--- config.mk ---
export PLATFORM = sky130hd
export DESIGN_NAME = fetch_top
export DESIGN_NICKNAME = d
export VERILOG_FILES = /design/src/rtl/cpu_types_pkg.sv /design/src/rtl/pipe_bus_pkg.sv /design/src/rtl/pc_gen.sv /design/src/rtl/if_stage.sv /design/src/rtl/id_stage.sv /design/src/rtl/fetch_top.sv
export VERILOG_INCLUDE_DIRS = /design/src /design/src/rtl
export SDC_FILE = /design/constraint.sdc
export NUM_CORES = 1
export LEC_CHECK = 0
export ABC_AREA = 1
export BUFFER_PORTS_ARGS = -buffer_cell sky130_fd_sc_hd__buf_2
export CAP_MARGIN = 15
export CORE_MARGIN = 1
export CORE_UTILIZATION = 58
export CTS_CLUSTER_SIZE = 25
export DETAILED_ROUTE_END_ITERATION = 7
export HOLD_SLACK_MARGIN = 0.15
export PLACE_DENSITY = 0.86
export SYNTH_ARGS = -nofsm -noshare
export SYNTH_HDL_FRONTEND = slang
export SYNTH_SLANG_ARGS = --single-unit
--- constraint.sdc ---
create_clock -name i_clk -period 6.3 [get_ports i_clk]
set_input_delay 0.63 -clock i_clk [delete_from_list [all_inputs] [get_ports i_clk]]
set_output_delay 0.63 -clock i_clk [all_outputs]
set_load 0.1 [all_outputs]
--- src/rtl/fetch_macros.svh ---
// reset pc and SRAM widths of the fetch front end, included wherever these values are needed
`ifndef FETCH_MACROS_SVH
`define FETCH_MACROS_SVH

// first fetch address after reset
`define FETCH_PC_RESETVAL 32'h8000_0000

// architectural pc width
`define FETCH_PC_WD 32

// instruction SRAM, 64-bit words addressed by pc[31:3]
`define FETCH_SRAM_ADDR_WD 29
`define FETCH_SRAM_DATA_WD 64

`endif

--- src/rtl/cpu_types_pkg.sv ---
// architectural width types shared by every stage and the SRAM ports, referenced by scoped name
`include "fetch_macros.svh"

package cpu_types_pkg;

  // program counter
  typedef logic [`FETCH_PC_WD-1:0] pc_t;

  // one rv32 instruction
  typedef logic [31:0] inst_t;

  typedef logic [`FETCH_SRAM_ADDR_WD-1:0] sram_addr_t; // word address, pc[31:3]
  typedef logic [`FETCH_SRAM_DATA_WD-1:0] sram_data_t; // two instructions per word

endpackage

--- src/rtl/pipe_bus_pkg.sv ---
// packed buses handed between pipeline stages and back to the pc generator
package pipe_bus_pkg;

  // fetch to decode
  typedef struct packed {
    cpu_types_pkg::pc_t   pc;
    cpu_types_pkg::inst_t inst;
  } fs_to_ds_bus_t;

  // redirect from decode, one cycle pulse per taken jal
  typedef struct packed {
    logic               br_taken;
    cpu_types_pkg::pc_t br_target;
  } br_bus_t;

  // decode to execute
  typedef struct packed {
    cpu_types_pkg::pc_t   pc;
    cpu_types_pkg::inst_t inst;
    logic                 is_jal;
    cpu_types_pkg::pc_t   link; // pc + 4
  } ds_to_es_bus_t;

endpackage

--- src/rtl/pc_gen.sv ---
// pre-fetch stage, keeps the fetch pc and issues instruction SRAM reads for the fetch stage
`timescale 1ns/1ps
`include "fetch_macros.svh"

module pc_gen (
  input  logic                      i_clk,
  input  logic                      i_rst_n,
  input  logic                      i_fs_allowin,
  input  pipe_bus_pkg::br_bus_t     i_br,
  output cpu_types_pkg::pc_t        o_fs_pc,
  output logic                      o_inst_sram_ren,
  output cpu_types_pkg::sram_addr_t o_inst_sram_addr,
  output logic                      o_fetch_issue
);

  cpu_types_pkg::pc_t pc_q;     // pc of the latest issued fetch
  cpu_types_pkg::pc_t next_pc;
  logic               fetch_en; // low through reset
  logic               issue;

  always_ff @(posedge i_clk or negedge i_rst_n) begin
    if (!i_rst_n) begin
      fetch_en <= 1'b0;
    end else begin
      fetch_en <= 1'b1;
    end
  end

  // redirect wins over sequential flow
  assign next_pc = i_br.br_taken ? i_br.br_target : pc_q + 32'd4;

  // fetch must have room, or its content is wrong-path anyway
  assign issue = fetch_en && (i_fs_allowin || i_br.br_taken);

  // one word below reset value so the first issue lands on it
  always_ff @(posedge i_clk or negedge i_rst_n) begin
    if (!i_rst_n) begin
      pc_q <= `FETCH_PC_RESETVAL - 32'd4;
    end else if (issue) begin
      pc_q <= next_pc;
    end
  end

  assign o_fs_pc          = pc_q;
  assign o_inst_sram_ren  = issue;
  assign o_inst_sram_addr = next_pc[`FETCH_PC_WD-1:3]; // 64-bit word address
  assign o_fetch_issue    = issue;

endmodule

--- src/rtl/if_stage.sv ---
// fetch stage, picks the instruction out of the SRAM word and hands it to decode
`timescale 1ns/1ps

module if_stage (
  input  logic                        i_clk,
  input  logic                        i_rst_n,
  input  logic                        i_fetch_issue,
  input  pipe_bus_pkg::br_bus_t       i_br,
  input  cpu_types_pkg::pc_t          i_fs_pc,
  input  cpu_types_pkg::sram_data_t   i_inst_sram_rdata,
  input  logic                        i_ds_allowin,
  output logic                        o_fs_allowin,
  output logic                        o_fs_to_ds_valid,
  output pipe_bus_pkg::fs_to_ds_bus_t o_fs_to_ds_bus
);

  logic                 fs_valid;
  cpu_types_pkg::inst_t fs_inst;

  // ready_go is always high, every fetch completes in one cycle
  assign o_fs_allowin     = !fs_valid || i_ds_allowin;
  assign o_fs_to_ds_valid = fs_valid;

  // on a taken branch the wrong-path fetch is overwritten by the target fetch
  always_ff @(posedge i_clk or negedge i_rst_n) begin
    if (!i_rst_n) begin
      fs_valid <= 1'b0;
    end else if (o_fs_allowin || i_br.br_taken) begin
      fs_valid <= i_fetch_issue;
    end
  end

  // rdata is held by the SRAM until the next read, so no local copy
  assign fs_inst = i_fs_pc[2] ? i_inst_sram_rdata[63:32]  // upper half
                              : i_inst_sram_rdata[31:0];

  assign o_fs_to_ds_bus.pc   = i_fs_pc;
  assign o_fs_to_ds_bus.inst = fs_inst;

  // a full fetch blocked by decode must not start another read
  ap_no_issue_when_blocked : assert property (
    @(posedge i_clk) disable iff (!i_rst_n)
    fs_valid && !i_ds_allowin |-> !i_fetch_issue
  ) else $error("fetch issued while fetch full and decode stalled");

endmodule

--- src/rtl/id_stage.sv ---
// decode stage that resolves jal and sends the redirect back while passing instructions to execute
`timescale 1ns/1ps

module id_stage (
  input  logic                        i_clk,
  input  logic                        i_rst_n,
  input  logic                        i_fs_to_ds_valid,
  input  pipe_bus_pkg::fs_to_ds_bus_t i_fs_to_ds_bus,
  input  logic                        i_es_allowin,
  output logic                        o_ds_allowin,
  output pipe_bus_pkg::br_bus_t       o_br,
  output logic                        o_ds_to_es_valid,
  output pipe_bus_pkg::ds_to_es_bus_t o_ds_to_es_bus
);

  localparam logic [6:0] OPC_JAL = 7'b1101111;

  logic                        ds_valid;
  pipe_bus_pkg::fs_to_ds_bus_t ds_bus_q; // held instruction payload
  logic                        is_jal;
  logic                        br_taken;
  cpu_types_pkg::pc_t          j_imm;
  cpu_types_pkg::pc_t          link_pc;

  assign o_ds_allowin = !ds_valid || i_es_allowin;

  // jal resolves when it leaves decode
  assign is_jal   = ds_bus_q.inst[6:0] == OPC_JAL;
  assign br_taken = ds_valid && is_jal && i_es_allowin;

  always_ff @(posedge i_clk or negedge i_rst_n) begin
    if (!i_rst_n) begin
      ds_valid <= 1'b0;
    end else if (o_ds_allowin) begin
      ds_valid <= i_fs_to_ds_valid && !br_taken; // incoming inst is wrong-path
    end
  end

  always_ff @(posedge i_clk) begin
    if (o_ds_allowin && i_fs_to_ds_valid) begin
      ds_bus_q <= i_fs_to_ds_bus;
    end
  end

  // j-type immediate with bit 0 always zero
  assign j_imm = {{11{ds_bus_q.inst[31]}},
                  ds_bus_q.inst[31],
                  ds_bus_q.inst[19:12],
                  ds_bus_q.inst[20],
                  ds_bus_q.inst[30:21],
                  1'b0};

  assign link_pc = ds_bus_q.pc + 32'd4;

  assign o_br.br_taken  = br_taken;
  assign o_br.br_target = ds_bus_q.pc + j_imm;

  assign o_ds_to_es_valid      = ds_valid;
  assign o_ds_to_es_bus.pc     = ds_bus_q.pc;
  assign o_ds_to_es_bus.inst   = ds_bus_q.inst;
  assign o_ds_to_es_bus.is_jal = is_jal;
  assign o_ds_to_es_bus.link   = link_pc;

  // fetch keeps offering the same instruction until decode takes it
  ap_fetch_hold_on_stall : assert property (
    @(posedge i_clk) disable iff (!i_rst_n)
    i_fs_to_ds_valid && !o_ds_allowin |=> i_fs_to_ds_valid && $stable(i_fs_to_ds_bus)
  ) else $error("fetch output changed while decode stalled");

endmodule

--- src/rtl/fetch_top.sv ---
// top of the instruction front end, wires the pc generator, fetch and decode to SRAM and execute
`timescale 1ns/1ps

module fetch_top (
  input  logic                        i_clk,
  input  logic                        i_rst_n,
  // inst sram
  output logic                        o_inst_sram_ren,
  output cpu_types_pkg::sram_addr_t   o_inst_sram_addr,
  input  cpu_types_pkg::sram_data_t   i_inst_sram_rdata,
  // to execute
  input  logic                        i_es_allowin,
  output logic                        o_ds_to_es_valid,
  output pipe_bus_pkg::ds_to_es_bus_t o_ds_to_es_bus
);

  logic                        fs_allowin;
  logic                        ds_allowin;
  logic                        fetch_issue;
  cpu_types_pkg::pc_t          fs_pc;
  logic                        fs_to_ds_valid;
  pipe_bus_pkg::fs_to_ds_bus_t fs_to_ds_bus;
  pipe_bus_pkg::br_bus_t       br;          // redirect from decode

  pc_gen u_pc_gen (
    .i_clk            (i_clk),
    .i_rst_n          (i_rst_n),
    .i_fs_allowin     (fs_allowin),
    .i_br             (br),
    .o_fs_pc          (fs_pc),
    .o_inst_sram_ren  (o_inst_sram_ren),
    .o_inst_sram_addr (o_inst_sram_addr),
    .o_fetch_issue    (fetch_issue)
  );

  if_stage u_if_stage (
    .i_clk             (i_clk),
    .i_rst_n           (i_rst_n),
    .i_fetch_issue     (fetch_issue),
    .i_br              (br),
    .i_fs_pc           (fs_pc),
    .i_inst_sram_rdata (i_inst_sram_rdata),
    .i_ds_allowin      (ds_allowin),
    .o_fs_allowin      (fs_allowin),
    .o_fs_to_ds_valid  (fs_to_ds_valid),
    .o_fs_to_ds_bus    (fs_to_ds_bus)
  );

  id_stage u_id_stage (
    .i_clk            (i_clk),
    .i_rst_n          (i_rst_n),
    .i_fs_to_ds_valid (fs_to_ds_valid),
    .i_fs_to_ds_bus   (fs_to_ds_bus),
    .i_es_allowin     (i_es_allowin),
    .o_ds_allowin     (ds_allowin),
    .o_br             (br),
    .o_ds_to_es_valid (o_ds_to_es_valid),
    .o_ds_to_es_bus   (o_ds_to_es_bus)
  );

endmodule

==> results of run 1 <==
-- cell families after synthesis --
logic type / Yosys count / share of synthesized area, %
XOR/XNOR: 52 / 5.72
flip-flops: 99 / 35.6
AO/OA/AOI/OAI: 69 / 4.84
buffers and inverters: 198 / 11.5
multiplexers: 3 / 0.408
other: 1 / 0.0471
adder cells (fa/ha/maj): 33 / 5.28
AND/OR/NAND/NOR: 682 / 36.7
-- final timing paths --
| check | from | endpoint | depth (start not counted) |
|---|---|---|---|
| min in group i_clk | u_pc_gen.o_fs_pc[1]$_DFFE_PN0P_ | u_id_stage.o_ds_to_es_bus[66]$_DFFE_PP_ | 0 |
| setup reg to reg | u_pc_gen.o_fs_pc[2]$_DFFE_PN1P_ | u_id_stage.o_ds_to_es_bus[64]$_DFFE_PP_ | 3 |
| setup / recovery | u_pc_gen.o_fs_pc[2]$_DFFE_PN1P_ | o_inst_sram_addr[15] | 12 |
| max in group asynchronous | i_rst_n | u_pc_gen.o_fs_pc[1]$_DFFE_PN0P_ | 1 |
| hold / removal | i_rst_n | u_pc_gen.o_fs_pc[31]$_DFFE_PN0P_ | 1 |
| hold reg to reg | u_pc_gen.o_fs_pc[1]$_DFFE_PN0P_ | u_id_stage.o_ds_to_es_bus[66]$_DFFE_PP_ | 0 |
-- flip-flops by register name, indices dropped and copies added (netlist names) --
register and flops:
u_pc_gen.o_fs_pc 32, u_id_stage.o_ds_to_es_valid 1, u_if_stage.o_fs_to_ds_valid 1, u_id_stage.o_ds_to_es_bus 64, u_pc_gen.fetch_en 1
-- worst max-delay path, stage by stage (launching register included) --
cell	delay [ps]
dfstp_2	990
ha_1	280
nand2_1	110
nor2_1	180
nand2_1	100
nor2_2	120
nand2_1	90
nor2_1	130
nand2_1	70
nand2_1	60
nand3_1	60
nand2_1	140
buf_2	440
-- placed cells by master, fill, tap and decap left out, drive strengths merged, types with 21 or more instances in the layout --
| cell | n |
|---|---|
| a21oi | 28 |
| o21ai | 32 |
| ha | 32 |
| edfxtp | 64 |
| nor2 | 85 |
| nand3 | 74 |
| inv | 149 |
| xnor2 | 21 |
| nand2 | 478 |
| xor2 | 31 |
| dfstp | 29 |
| buf | 197 |
-- layout make-up --
type                    count  area (um^2)  share of cell area, %
inverters                 147          552                   6.05
clock inverters             7         67.6                  0.741
flip-flops and latches     99         2830                   31.1
repair buffers            197          993                   10.9
clock buffers               9          225                   2.47
multi-input cells         840         4230                   46.4
well taps                 176          220                   2.41
-- through the flow --
step / hold WS [ps] / setup WS, ps
global route: 419 / 2330
finish: 352 / 2540
floorplan: 334 / 1760
detailed placement: 436 / 2960
CTS: 376 / 2550
global placement: 423 / 3040
-- per-layer routing --
| layer | wire (um) | track usage (%) | up-vias |
|---|---|---|---|
| met2 | 10800 | 54.3 | 308 |
| met5 | 13 | 0 | - |
| met1 | 9280 | 42.7 | 3563 |
| met4 | 744 | 14.2 | 2 |
| li1 | - | - | 3863 |
| met3 | 1910 | 6.70 | 63 |
-- power groups by stage --
stage          Combinational, mW  Clock (mW)  Sequential, mW
6_report                    2.25       0.551            1.08
5_1_grt                     2.38       0.578            1.10
4_1_cts                     2.23       0.556            1.08
3_5_place_dp                2.22           0            1.09
3_3_place_gp                2.20           0            1.08
2_1_floorplan               1.46           0            1.51
==> flow_summary.ini, run 1 <==
[hold_path]
hold_path.class = primary input to asynchronous set/reset pin

[timing]
slew_viol_final = 0
fin_crit_ps = 3760
fmax_mhz = 266
relSlewSlack_pct = 35.3
fin_crit_sh_pct = 59.8
hold_violations = 0
fin_worst_skew_ps = 11.9
fin_setup_tns_ps = 0
setup_viol = 0
worst_slew_pin_slew_ps = 964
grt_setup_unrepaired = no

[worst_setup_path]
crit_path_end_kind = output port
worstPathRequired_ps = 5670
arrival_ps = 3130
crit_type = flip-flop to output port
reg2reg_slack_ps = 3640
crit_path_start_kind = flip-flop
cp_max_fo = 36

[cells_and_area]
drive_gt1_share_pct = 21.7
n_antenna_cell = 0
finalInstanceArea_mm2 = 0.00912
fin_cells = 1475
fillCellCount = 1169
area_growth_pct = 14.5
post-route-util_pct = 68.6
nets = 1394

[pwr]
p_leak_nw = 4.81
p_int_mw = 1.59
p_seq_share_pct = 27.9
finalPower_mw = 3.88
combPwrFrac_pct = 57.9
ir_drop_uv = 572
p_switching_mw = 2.29
power.density_mw_per_mm2 = 426
switching_share_pct = 59.0
pwr-share-clk_pct = 14.2

[place]
dpl_cell_area_mm2 = 0.00883
hpwlAfterDp_mm = 17.8
numPortBuffers = 194
dpl.cell_count = 1459
gp_congestion = 0.930

[global_route]
grt_pass1_wl_mm = 36.5
grt_max_degree = 47
antenna_found_initial = 1
grt_overflow = 0
grt.total_usage_pct = 33.2
grt_pass1_vias = 7401

[synthesis]
async_reset_ff_share_pct = 35.4
synth_nets = 1237
netlist_instances = 1137
seq_area_frac_synth_pct = 35.6
ys_ff_latch = 99
synth_top_area_share_pct = 24.1
syn_area_per_cell_um2 = 7.01
yosys.area.top_type = edfxtp_1
yosysWarnings = 0
synthTopCellsByCount = nand2_1, inv_1, nor2_1
synth_edf_count = 64
synth.most_common_cell = nand2_1
synthTopCellsByArea = edfxtp_1, nand2_1, dfstp_2
synthFlopType = edfxtp_1
synthesis.area_mm2 = 0.00797
synthDistinctLibCells = 51

[detailed_routing]
drtIter0Drc = 703
wire_per_inst_um = 15.4
first_pass_iters = 6
viasPerCell = 5.29
drcViolationCount = 0
finalWirelength_mm = 22.7
vias = 7799
antenna_left = 0

[floorplanning]
placementRows = 42
die_x_um = 119
initial_utilization_pct = 59.9
die_y_um = 119
coreArea_mm2 = 0.0133
ios = 195
die_area_mm2 = 0.0142

[clock_tree]
clock_sinks = 99
tritoncts.num_buffers = 9
root_buffer = clkbuf_16
clock_latency_ps = 360
cts_setup_buffers = 0
cts-resized-gates = 0
clockBufferDepth = 2
cts_max_level = 3
cts_tree = done
clk_pin_slew_ps = 80
hold_buffers = 0

[outcome]
outcome = complete, no violations

[job]
max-cap-violations = 0
No activity file was read; power rests on OpenSTA's default activity.
==> run 2, diff against run 1 <==
--- a/config.mk
+++ b/config.mk
@@ -10,11 +10,11 @@
 export BUFFER_PORTS_ARGS = -buffer_cell sky130_fd_sc_hd__buf_2
 export CAP_MARGIN = 15
 export CORE_MARGIN = 1
-export CORE_UTILIZATION = 58
+export CORE_UTILIZATION = 50
 export CTS_CLUSTER_SIZE = 25
 export DETAILED_ROUTE_END_ITERATION = 7
 export HOLD_SLACK_MARGIN = 0.15
-export PLACE_DENSITY = 0.86
+export PLACE_DENSITY = 0.78
 export SYNTH_ARGS = -nofsm -noshare
 export SYNTH_HDL_FRONTEND = slang
 export SYNTH_SLANG_ARGS = --single-unit
==> constraint.sdc (replaced) <==
create_clock -name i_clk -period 3.4 [get_ports i_clk]
set_input_delay 0.34 -clock i_clk [delete_from_list [all_inputs] [get_ports i_clk]]
set_output_delay 0.34 -clock i_clk [all_outputs]
set_load 0.1 [all_outputs]
==> flow_summary.ini, run 2 (synthesis results as in run 1) <==
[outcome]
outcome = complete, no violations

[floorplanning]
placementRows = 45
ios = 195
die_y_um = 128
initial_utilization_pct = 51.8
coreArea_mm2 = 0.0154
die_x_um = 128
die_area_mm2 = 0.0164

[worst_setup_path]
path_delay_family = simple AND/OR/NAND/NOR gates
cp_max_fo = 13
crit_type = flip-flop to output port
crit_path_start_kind = flip-flop
cp_cell_sequence = ha_1, nand2_1, nor2_1, nand2_1, nor2_1, nand2_1, nand4_1, nand3_1, nand2_1, buf_2
worstPathRequired_ps = 3060
arrival_ps = 2880
critPathBufInv = 1
path_common_cell = nand2_1
cp_slowest_cell = edfxtp_1
crit_path_end_kind = output port
cpPeakStageDelay_ps = 620

[global_route]
grt_pass1_wl_mm = 35.8
antenna_found_initial = 0
grt_pass1_vias = 7117
grt.total_usage_pct = 28.4
grt_max_degree = 40
grt_overflow = 0

[detailed_routing]
wire_per_inst_um = 14.9
dr_wl_met2_mm = 10.6
finalWirelength_mm = 22.6
vias = 7663
first_pass_iters = 5
viasPerCell = 5.04
wl_met3_mm = 1.58
drtIter0Drc = 611
antenna_left = 0
wl_met1_mm = 10.1
highest_layer = met4
drcViolationCount = 0

[place]
gp_congestion = 0.943
dpl.cell_count = 1503
hpwlAfterDp_mm = 18.0
numPortBuffers = 194
dp_slack_ps = 452
dpl_cell_area_mm2 = 0.00916

[pwr]
ir_drop_uv = 781
p_leak_nw = 4.94
power.density_mw_per_mm2 = 780

[cells_and_area]
n_antenna_cell = 0
drive_gt1_share_pct = 23.3
nets = 1404
layout_common_cells = nand2_1, buf_2, inv_1
finalInstanceArea_mm2 = 0.00953
area_growth_pct = 19.6
largest_register_ffs = 64
final_common_cell = nand2_1
fin_cells = 1520

[clock_tree]
clock_sinks = 99
clock_latency_ps = 350
tritoncts.num_buffers = 9
clockBufferDepth = 2
clk_pin_slew_ps = 80
cts_max_level = 3
root_buffer = clkbuf_16
cts_tree = done
cts_setup_buffers = 0

[timing]
fin_crit_ps = 3220
grt_setup_unrepaired = no
setup_viol = 0
slew_viol_final = 0
fmax_mhz = 311
worst_slew_pin_slew_ps = 806
fin_worst_skew_ps = 11.3
hold_violations = 0
fin_ws_ps = 184
relSlewSlack_pct = 46.3
fin_crit_sh_pct = 94.6

[hold_path]
hold_path.class = primary input to flip-flop

[job]
max-cap-violations = 0
## run 2: cell types whose count changed in the layout (fill, tap and decap cells not counted), sizes merged
| cell | delta |
|---|---|
| clkbuf | +8 |
| clkinv | +2 |
| inv | -2 |
| buf | +1 |
| bufinv | +1 |
| clkinvlp | -1 |
| dlygate4sd3 | +1 |
## run 2: per-stage QoR
step | power [mW] | hold slack [ps] | utilization, % | setup TNS (ps)
final | 7.44 | 243 | 62.0 | 0
after global routing | 7.79 | 247 | 62.0 | 0
after CTS | 7.42 | 232 | 61.8 | 0
after detailed placement | 6.30 | 431 | 59.6 | 0
after global placement | 6.27 | 424 | 59.6 | 0
after floorplan | 5.51 | 44.4 | - | -5970
## run 2: layout make-up
| class | instances | area (um^2) |
|---|---|---|
| Timing Repair Buffer | 207 | 1210 |
| Inverter | 147 | 552 |
| Multi-Input combinational cell | 840 | 4350 |
| Tap cell | 211 | 264 |
| Sequential cell | 99 | 2830 |
| Fill cell | 1392 | 5840 |
| Clock buffer | 9 | 225 |
| Clock inverter | 7 | 96.3 |
## run 2: power by group
part           total (mW)  switching [mW]  internal, mW  leakage [nW]
combinational        4.37            3.44         0.938          3.78
sequential           1.97           0.312          1.65         0.999
clock                1.10           0.506         0.592         0.157
## run 2: path summary, 6_finish.rpt
path | from | end | cells past startpoint | slack (ps)
setup / recovery | u_id_stage.o_ds_to_es_bus[64]$_DFFE_PP_ | o_inst_sram_addr[24] | 10 | 180
hold / removal | i_inst_sram_rdata[7] | u_id_stage.o_ds_to_es_bus[40]$_DFFE_PP_ | 3 | 240
setup reg to reg | u_id_stage.o_ds_to_es_bus[74]$_DFFE_PP_ | u_pc_gen.o_fs_pc[10]$_DFFE_PN1P_ | 12 | 920
hold reg to reg | u_pc_gen.o_fs_pc[0]$_DFFE_PN0P_ | u_id_stage.o_ds_to_es_bus[65]$_DFFE_PP_ | 0 | 450
max in group asynchronous | i_rst_n | u_id_stage.o_ds_to_es_valid$_DFFE_PN0P_ | 2 | 2280
min in group asynchronous | i_rst_n | u_pc_gen.o_fs_pc[1]$_DFFE_PN0P_ | 2 | 620
## run 2: what timing repair did
action | in CTS | in global routing
endpoints found under the setup margin | 0 | 11
hold buffers | 1 | 0
gates resized for setup | 0 | 18
hold endpoints to repair | 6 | 0
## run 2: worst reg2reg max path, delay by kind of cell, from the launching register on
family / cells / cell delay (ps)
simple gates: 6 / 750
compound gates: 3 / 680
flops: 1 / 480
fa+ha+maj: 1 / 390
buf+inv: 2 / 130
## run 2: routing by layer
metal	track usage, %	vias to the layer above
li1	-	3878
met1	38.9	3466
met2	46.6	293
met3	4.42	26
met4	7.34	0
met5	0	-
==> run 3, diff against run 2 <==
--- a/config.mk
+++ b/config.mk
@@ -6,11 +6,11 @@
 export SDC_FILE = /design/constraint.sdc
 export NUM_CORES = 1
 export LEC_CHECK = 0
-export ABC_AREA = 1
 export BUFFER_PORTS_ARGS = -buffer_cell sky130_fd_sc_hd__buf_2
 export CAP_MARGIN = 15
 export CORE_MARGIN = 1
-export CORE_UTILIZATION = 50
+export CORE_UTILIZATION = 49
+export CTS_CLUSTER_DIAMETER = 50
 export CTS_CLUSTER_SIZE = 25
 export DETAILED_ROUTE_END_ITERATION = 7
 export HOLD_SLACK_MARGIN = 0.15
==> constraint.sdc (replaced) <==
create_clock -name i_clk -period 3.4 [get_ports i_clk]
set_input_delay 0.34 -clock i_clk [delete_from_list [all_inputs] [get_ports i_clk]]
set_output_delay 0.34 -clock i_clk [all_outputs]
set_load 0.05 [all_outputs]
==> flow_summary.ini, run 3 <==
[synthesis]
ys_ff_latch = 99
synthTopCellsByCount = nand2_1, a21oi_1, nor2_1
synthFlopType = edfxtp_1
synth_top_area_share_pct = 26.4
synthSimpleGateAreaFrac_pct = 17.9
synth_edf_count = 64
synth_top_family_by_area = simple AND/OR/NAND/NOR gates
yosys.area.top_type = edfxtp_1
synthesis.area_mm2 = 0.00729
yosys.area_share.adder_pct = 5.77
netlist_instances = 773
async_reset_ff_share_pct = 35.4
synthDistinctLibCells = 69
synth_compound_area_share_pct = 14.7
seq_area_frac_synth_pct = 38.9
syn_area_per_cell_um2 = 9.43
yosysWarnings = 0
synth_nets = 873
synthMuxAreaShare_pct = 6.49
synth_xor_area_share_pct = 9.74
synth.most_common_cell = nand2_1
synthTopCellsByArea = edfxtp_1, dfstp_2, xnor2_1

[pwr]
power.density_mw_per_mm2 = 571
p_leak_nw = 3.76
ir_drop_uv = 685

[timing]
setup_viol = 5
whs_ps = 279
fin_worst_skew_ps = 11.0
fin_crit_ps = 3490
grt_setup_unrepaired = yes
worst_slew_pin_slew_ps = 937
fin_ws_ps = -92.5
fmax_mhz = 286
relSlewSlack_pct = 37.5
slew_viol_final = 0
hold_violations = 0
fin_crit_sh_pct = 103

[worst_setup_path]
arrival_ps = 3150
cp_cell_sequence = ha_2, inv_2, fa_2, nor2b_4, o211ai_1, a31o_2, a221o_1, a211oi_2, a311oi_1, xor2_1, a21oi_1, buf_4
critPathBufInv = 2
r2r_end = u_pc_gen.o_fs_pc[26]$_DFFE_PN1P_
reg2reg_from = u_id_stage.o_ds_to_es_bus[55]$_DFFE_PP_
reg2reg_slack_ps = 510
cp_max_fo = 4
crit_type = flip-flop to output port
worstPathRequired_ps = 3060
cp_slowest_cell = a221o_1
cpPeakStageDelay_ps = 390
crit_path_start_kind = flip-flop
reg2reg_depth = 14
path_delay_family = compound AO/OA/AOI/OAI gates
crit_path_end_kind = output port

[global_route]
grt.total_usage_pct = 26.1
grt_pass1_vias = 5943
grt_max_degree = 39
grt_overflow = 0
grt_pass1_wl_mm = 30.3
antenna_found_initial = 0

[detailed_routing]
antenna_left = 0
finalWirelength_mm = 20.4
first_pass_iters = 6
wire_per_inst_um = 17.8
drcViolationCount = 0
viasPerCell = 5.83
drtIter0Drc = 384
vias = 6709

[cells_and_area]
finalInstanceArea_mm2 = 0.00913
final_common_cell = buf_2
nets = 1062
layout_common_cells = buf_2, nand2_1, edfxtp_1
area_growth_pct = 25.3
post-route-util_pct = 62.8
fin_cells = 1151
fillCellCount = 1179
largest_register_ffs = 64
n_antenna_cell = 0
drive_gt1_share_pct = 40.4

[clock_tree]
clock_sinks = 99
clockBufferDepth = 2
clk_pin_slew_ps = 70
clock_latency_ps = 360
root_buffer = clkbuf_16
cts_max_level = 3
cts_tree = done
tritoncts.num_buffers = 9

[place]
dpl.cell_count = 1112
numPortBuffers = 194
gp_congestion = 0.965
dpl_cell_area_mm2 = 0.00835
hpwlAfterDp_mm = 14.1

[job]
max-cap-violations = 0

[outcome]
violations = setup timing
outcome = finished, violations left

[floorplanning]
die_x_um = 124
coreArea_mm2 = 0.0145
die_y_um = 124
initial_utilization_pct = 50.1
die_area_mm2 = 0.0154
ios = 195
placementRows = 44

[hold_path]
hold_path_end = u_id_stage.o_ds_to_es_bus[59]$_DFFE_PP_
min_path_cells = 2
holdCritStartpoint = i_inst_sram_rdata[26]
hold_path.class = primary input to flip-flop
[run 3: changes by cell type in the layout (fill, tap and decap cells not counted), sizes merged, moves of 37 or more]
cell   change
buf       +44
a21oi     +40
mux2      +37
nand2    -404
nand3     -45
inv      -133
[run 3: area by class of cell]
class                   count  area, um^2  area share, %
multi-input cells         592        4270           46.7
flip-flops and latches     99        2830           31.0
repair buffers            245        1430           15.7
well taps                 184         230           2.52
clock buffers              10         229           2.51
clock inverters             6        80.1          0.877
inverters                  15        60.1          0.658
[run 3: metrics by stage]
step	TNS (ps)	setup slack [ps]	power (mW)
detailed placement	0	116	3.87
global route	-948	-239	5.45
CTS	-54.0	-40.0	5.07
global placement	0	194	3.84
finish	-245	-92.5	5.22
floorplan	-765	-183	3.43
[run 3: cells by family after synthesis]
group | count (synthesis)
other cells | 1
buf+inv | 82
simple gates | 259
xor+xnor | 81
flops | 99
mux | 42
fa+ha+maj | 33
compound gates | 176
[run 3: worst max path at each step]
stage,start,endpoint,cells after the start
2_1_floorplan,u_id_stage.o_ds_to_es_bus[67]$_DFFE_PP_,o_inst_sram_addr[26],11
3_3_place_gp,u_id_stage.o_ds_to_es_bus[66]$_DFFE_PP_,o_inst_sram_addr[28],12
3_5_place_dp,u_id_stage.o_ds_to_es_bus[66]$_DFFE_PP_,o_inst_sram_addr[28],12
4_1_cts,u_id_stage.o_ds_to_es_bus[54]$_DFFE_PP_,o_inst_sram_addr[26],12
5_1_grt,u_id_stage.o_ds_to_es_bus[66]$_DFFE_PP_,o_inst_sram_addr[26],12
6_report,u_id_stage.o_ds_to_es_bus[66]$_DFFE_PP_,o_inst_sram_addr[26],12
[run 3: layer usage]
metal	share of wire, %	track usage (%)	vias up
met3	8.4	5.31	37
met1	42	34.4	3159
met5	0	0	-
met4	2.0	9.52	0
li1	-	-	3154
met2	48	42.4	359
[run 3: worst register-to-register path, stage by stage, from the launching register on]
cell and delay (ps):
edfxtp_1 440, ha_1 340, a21oi_2 180, o211ai_1 100, buf_4 160, a31o_2 270, a41oi_4 180, o31ai_2 80
buf_4 160, a41oi_2 220, xor2_2 110, buf_4 150, buf_4 120, buf_4 120, o21ai_0 170
[run 3: repair_timing]
item	CTS	global route
gates resized for setup	25	47
endpoints found under the setup margin	19	25
hold buffers	1	0
setup buffers	13	9
hold endpoints to repair	6	0
pin swaps	5	6
gates cloned	0	0
[run 3: power breakdown]
part	internal, mW	total (mW)	leakage, nW	switching, mW
clock network	0.640	1.11	0.148	0.468
logic	0.816	2.40	2.64	1.58
registers	1.53	1.71	0.981	0.184
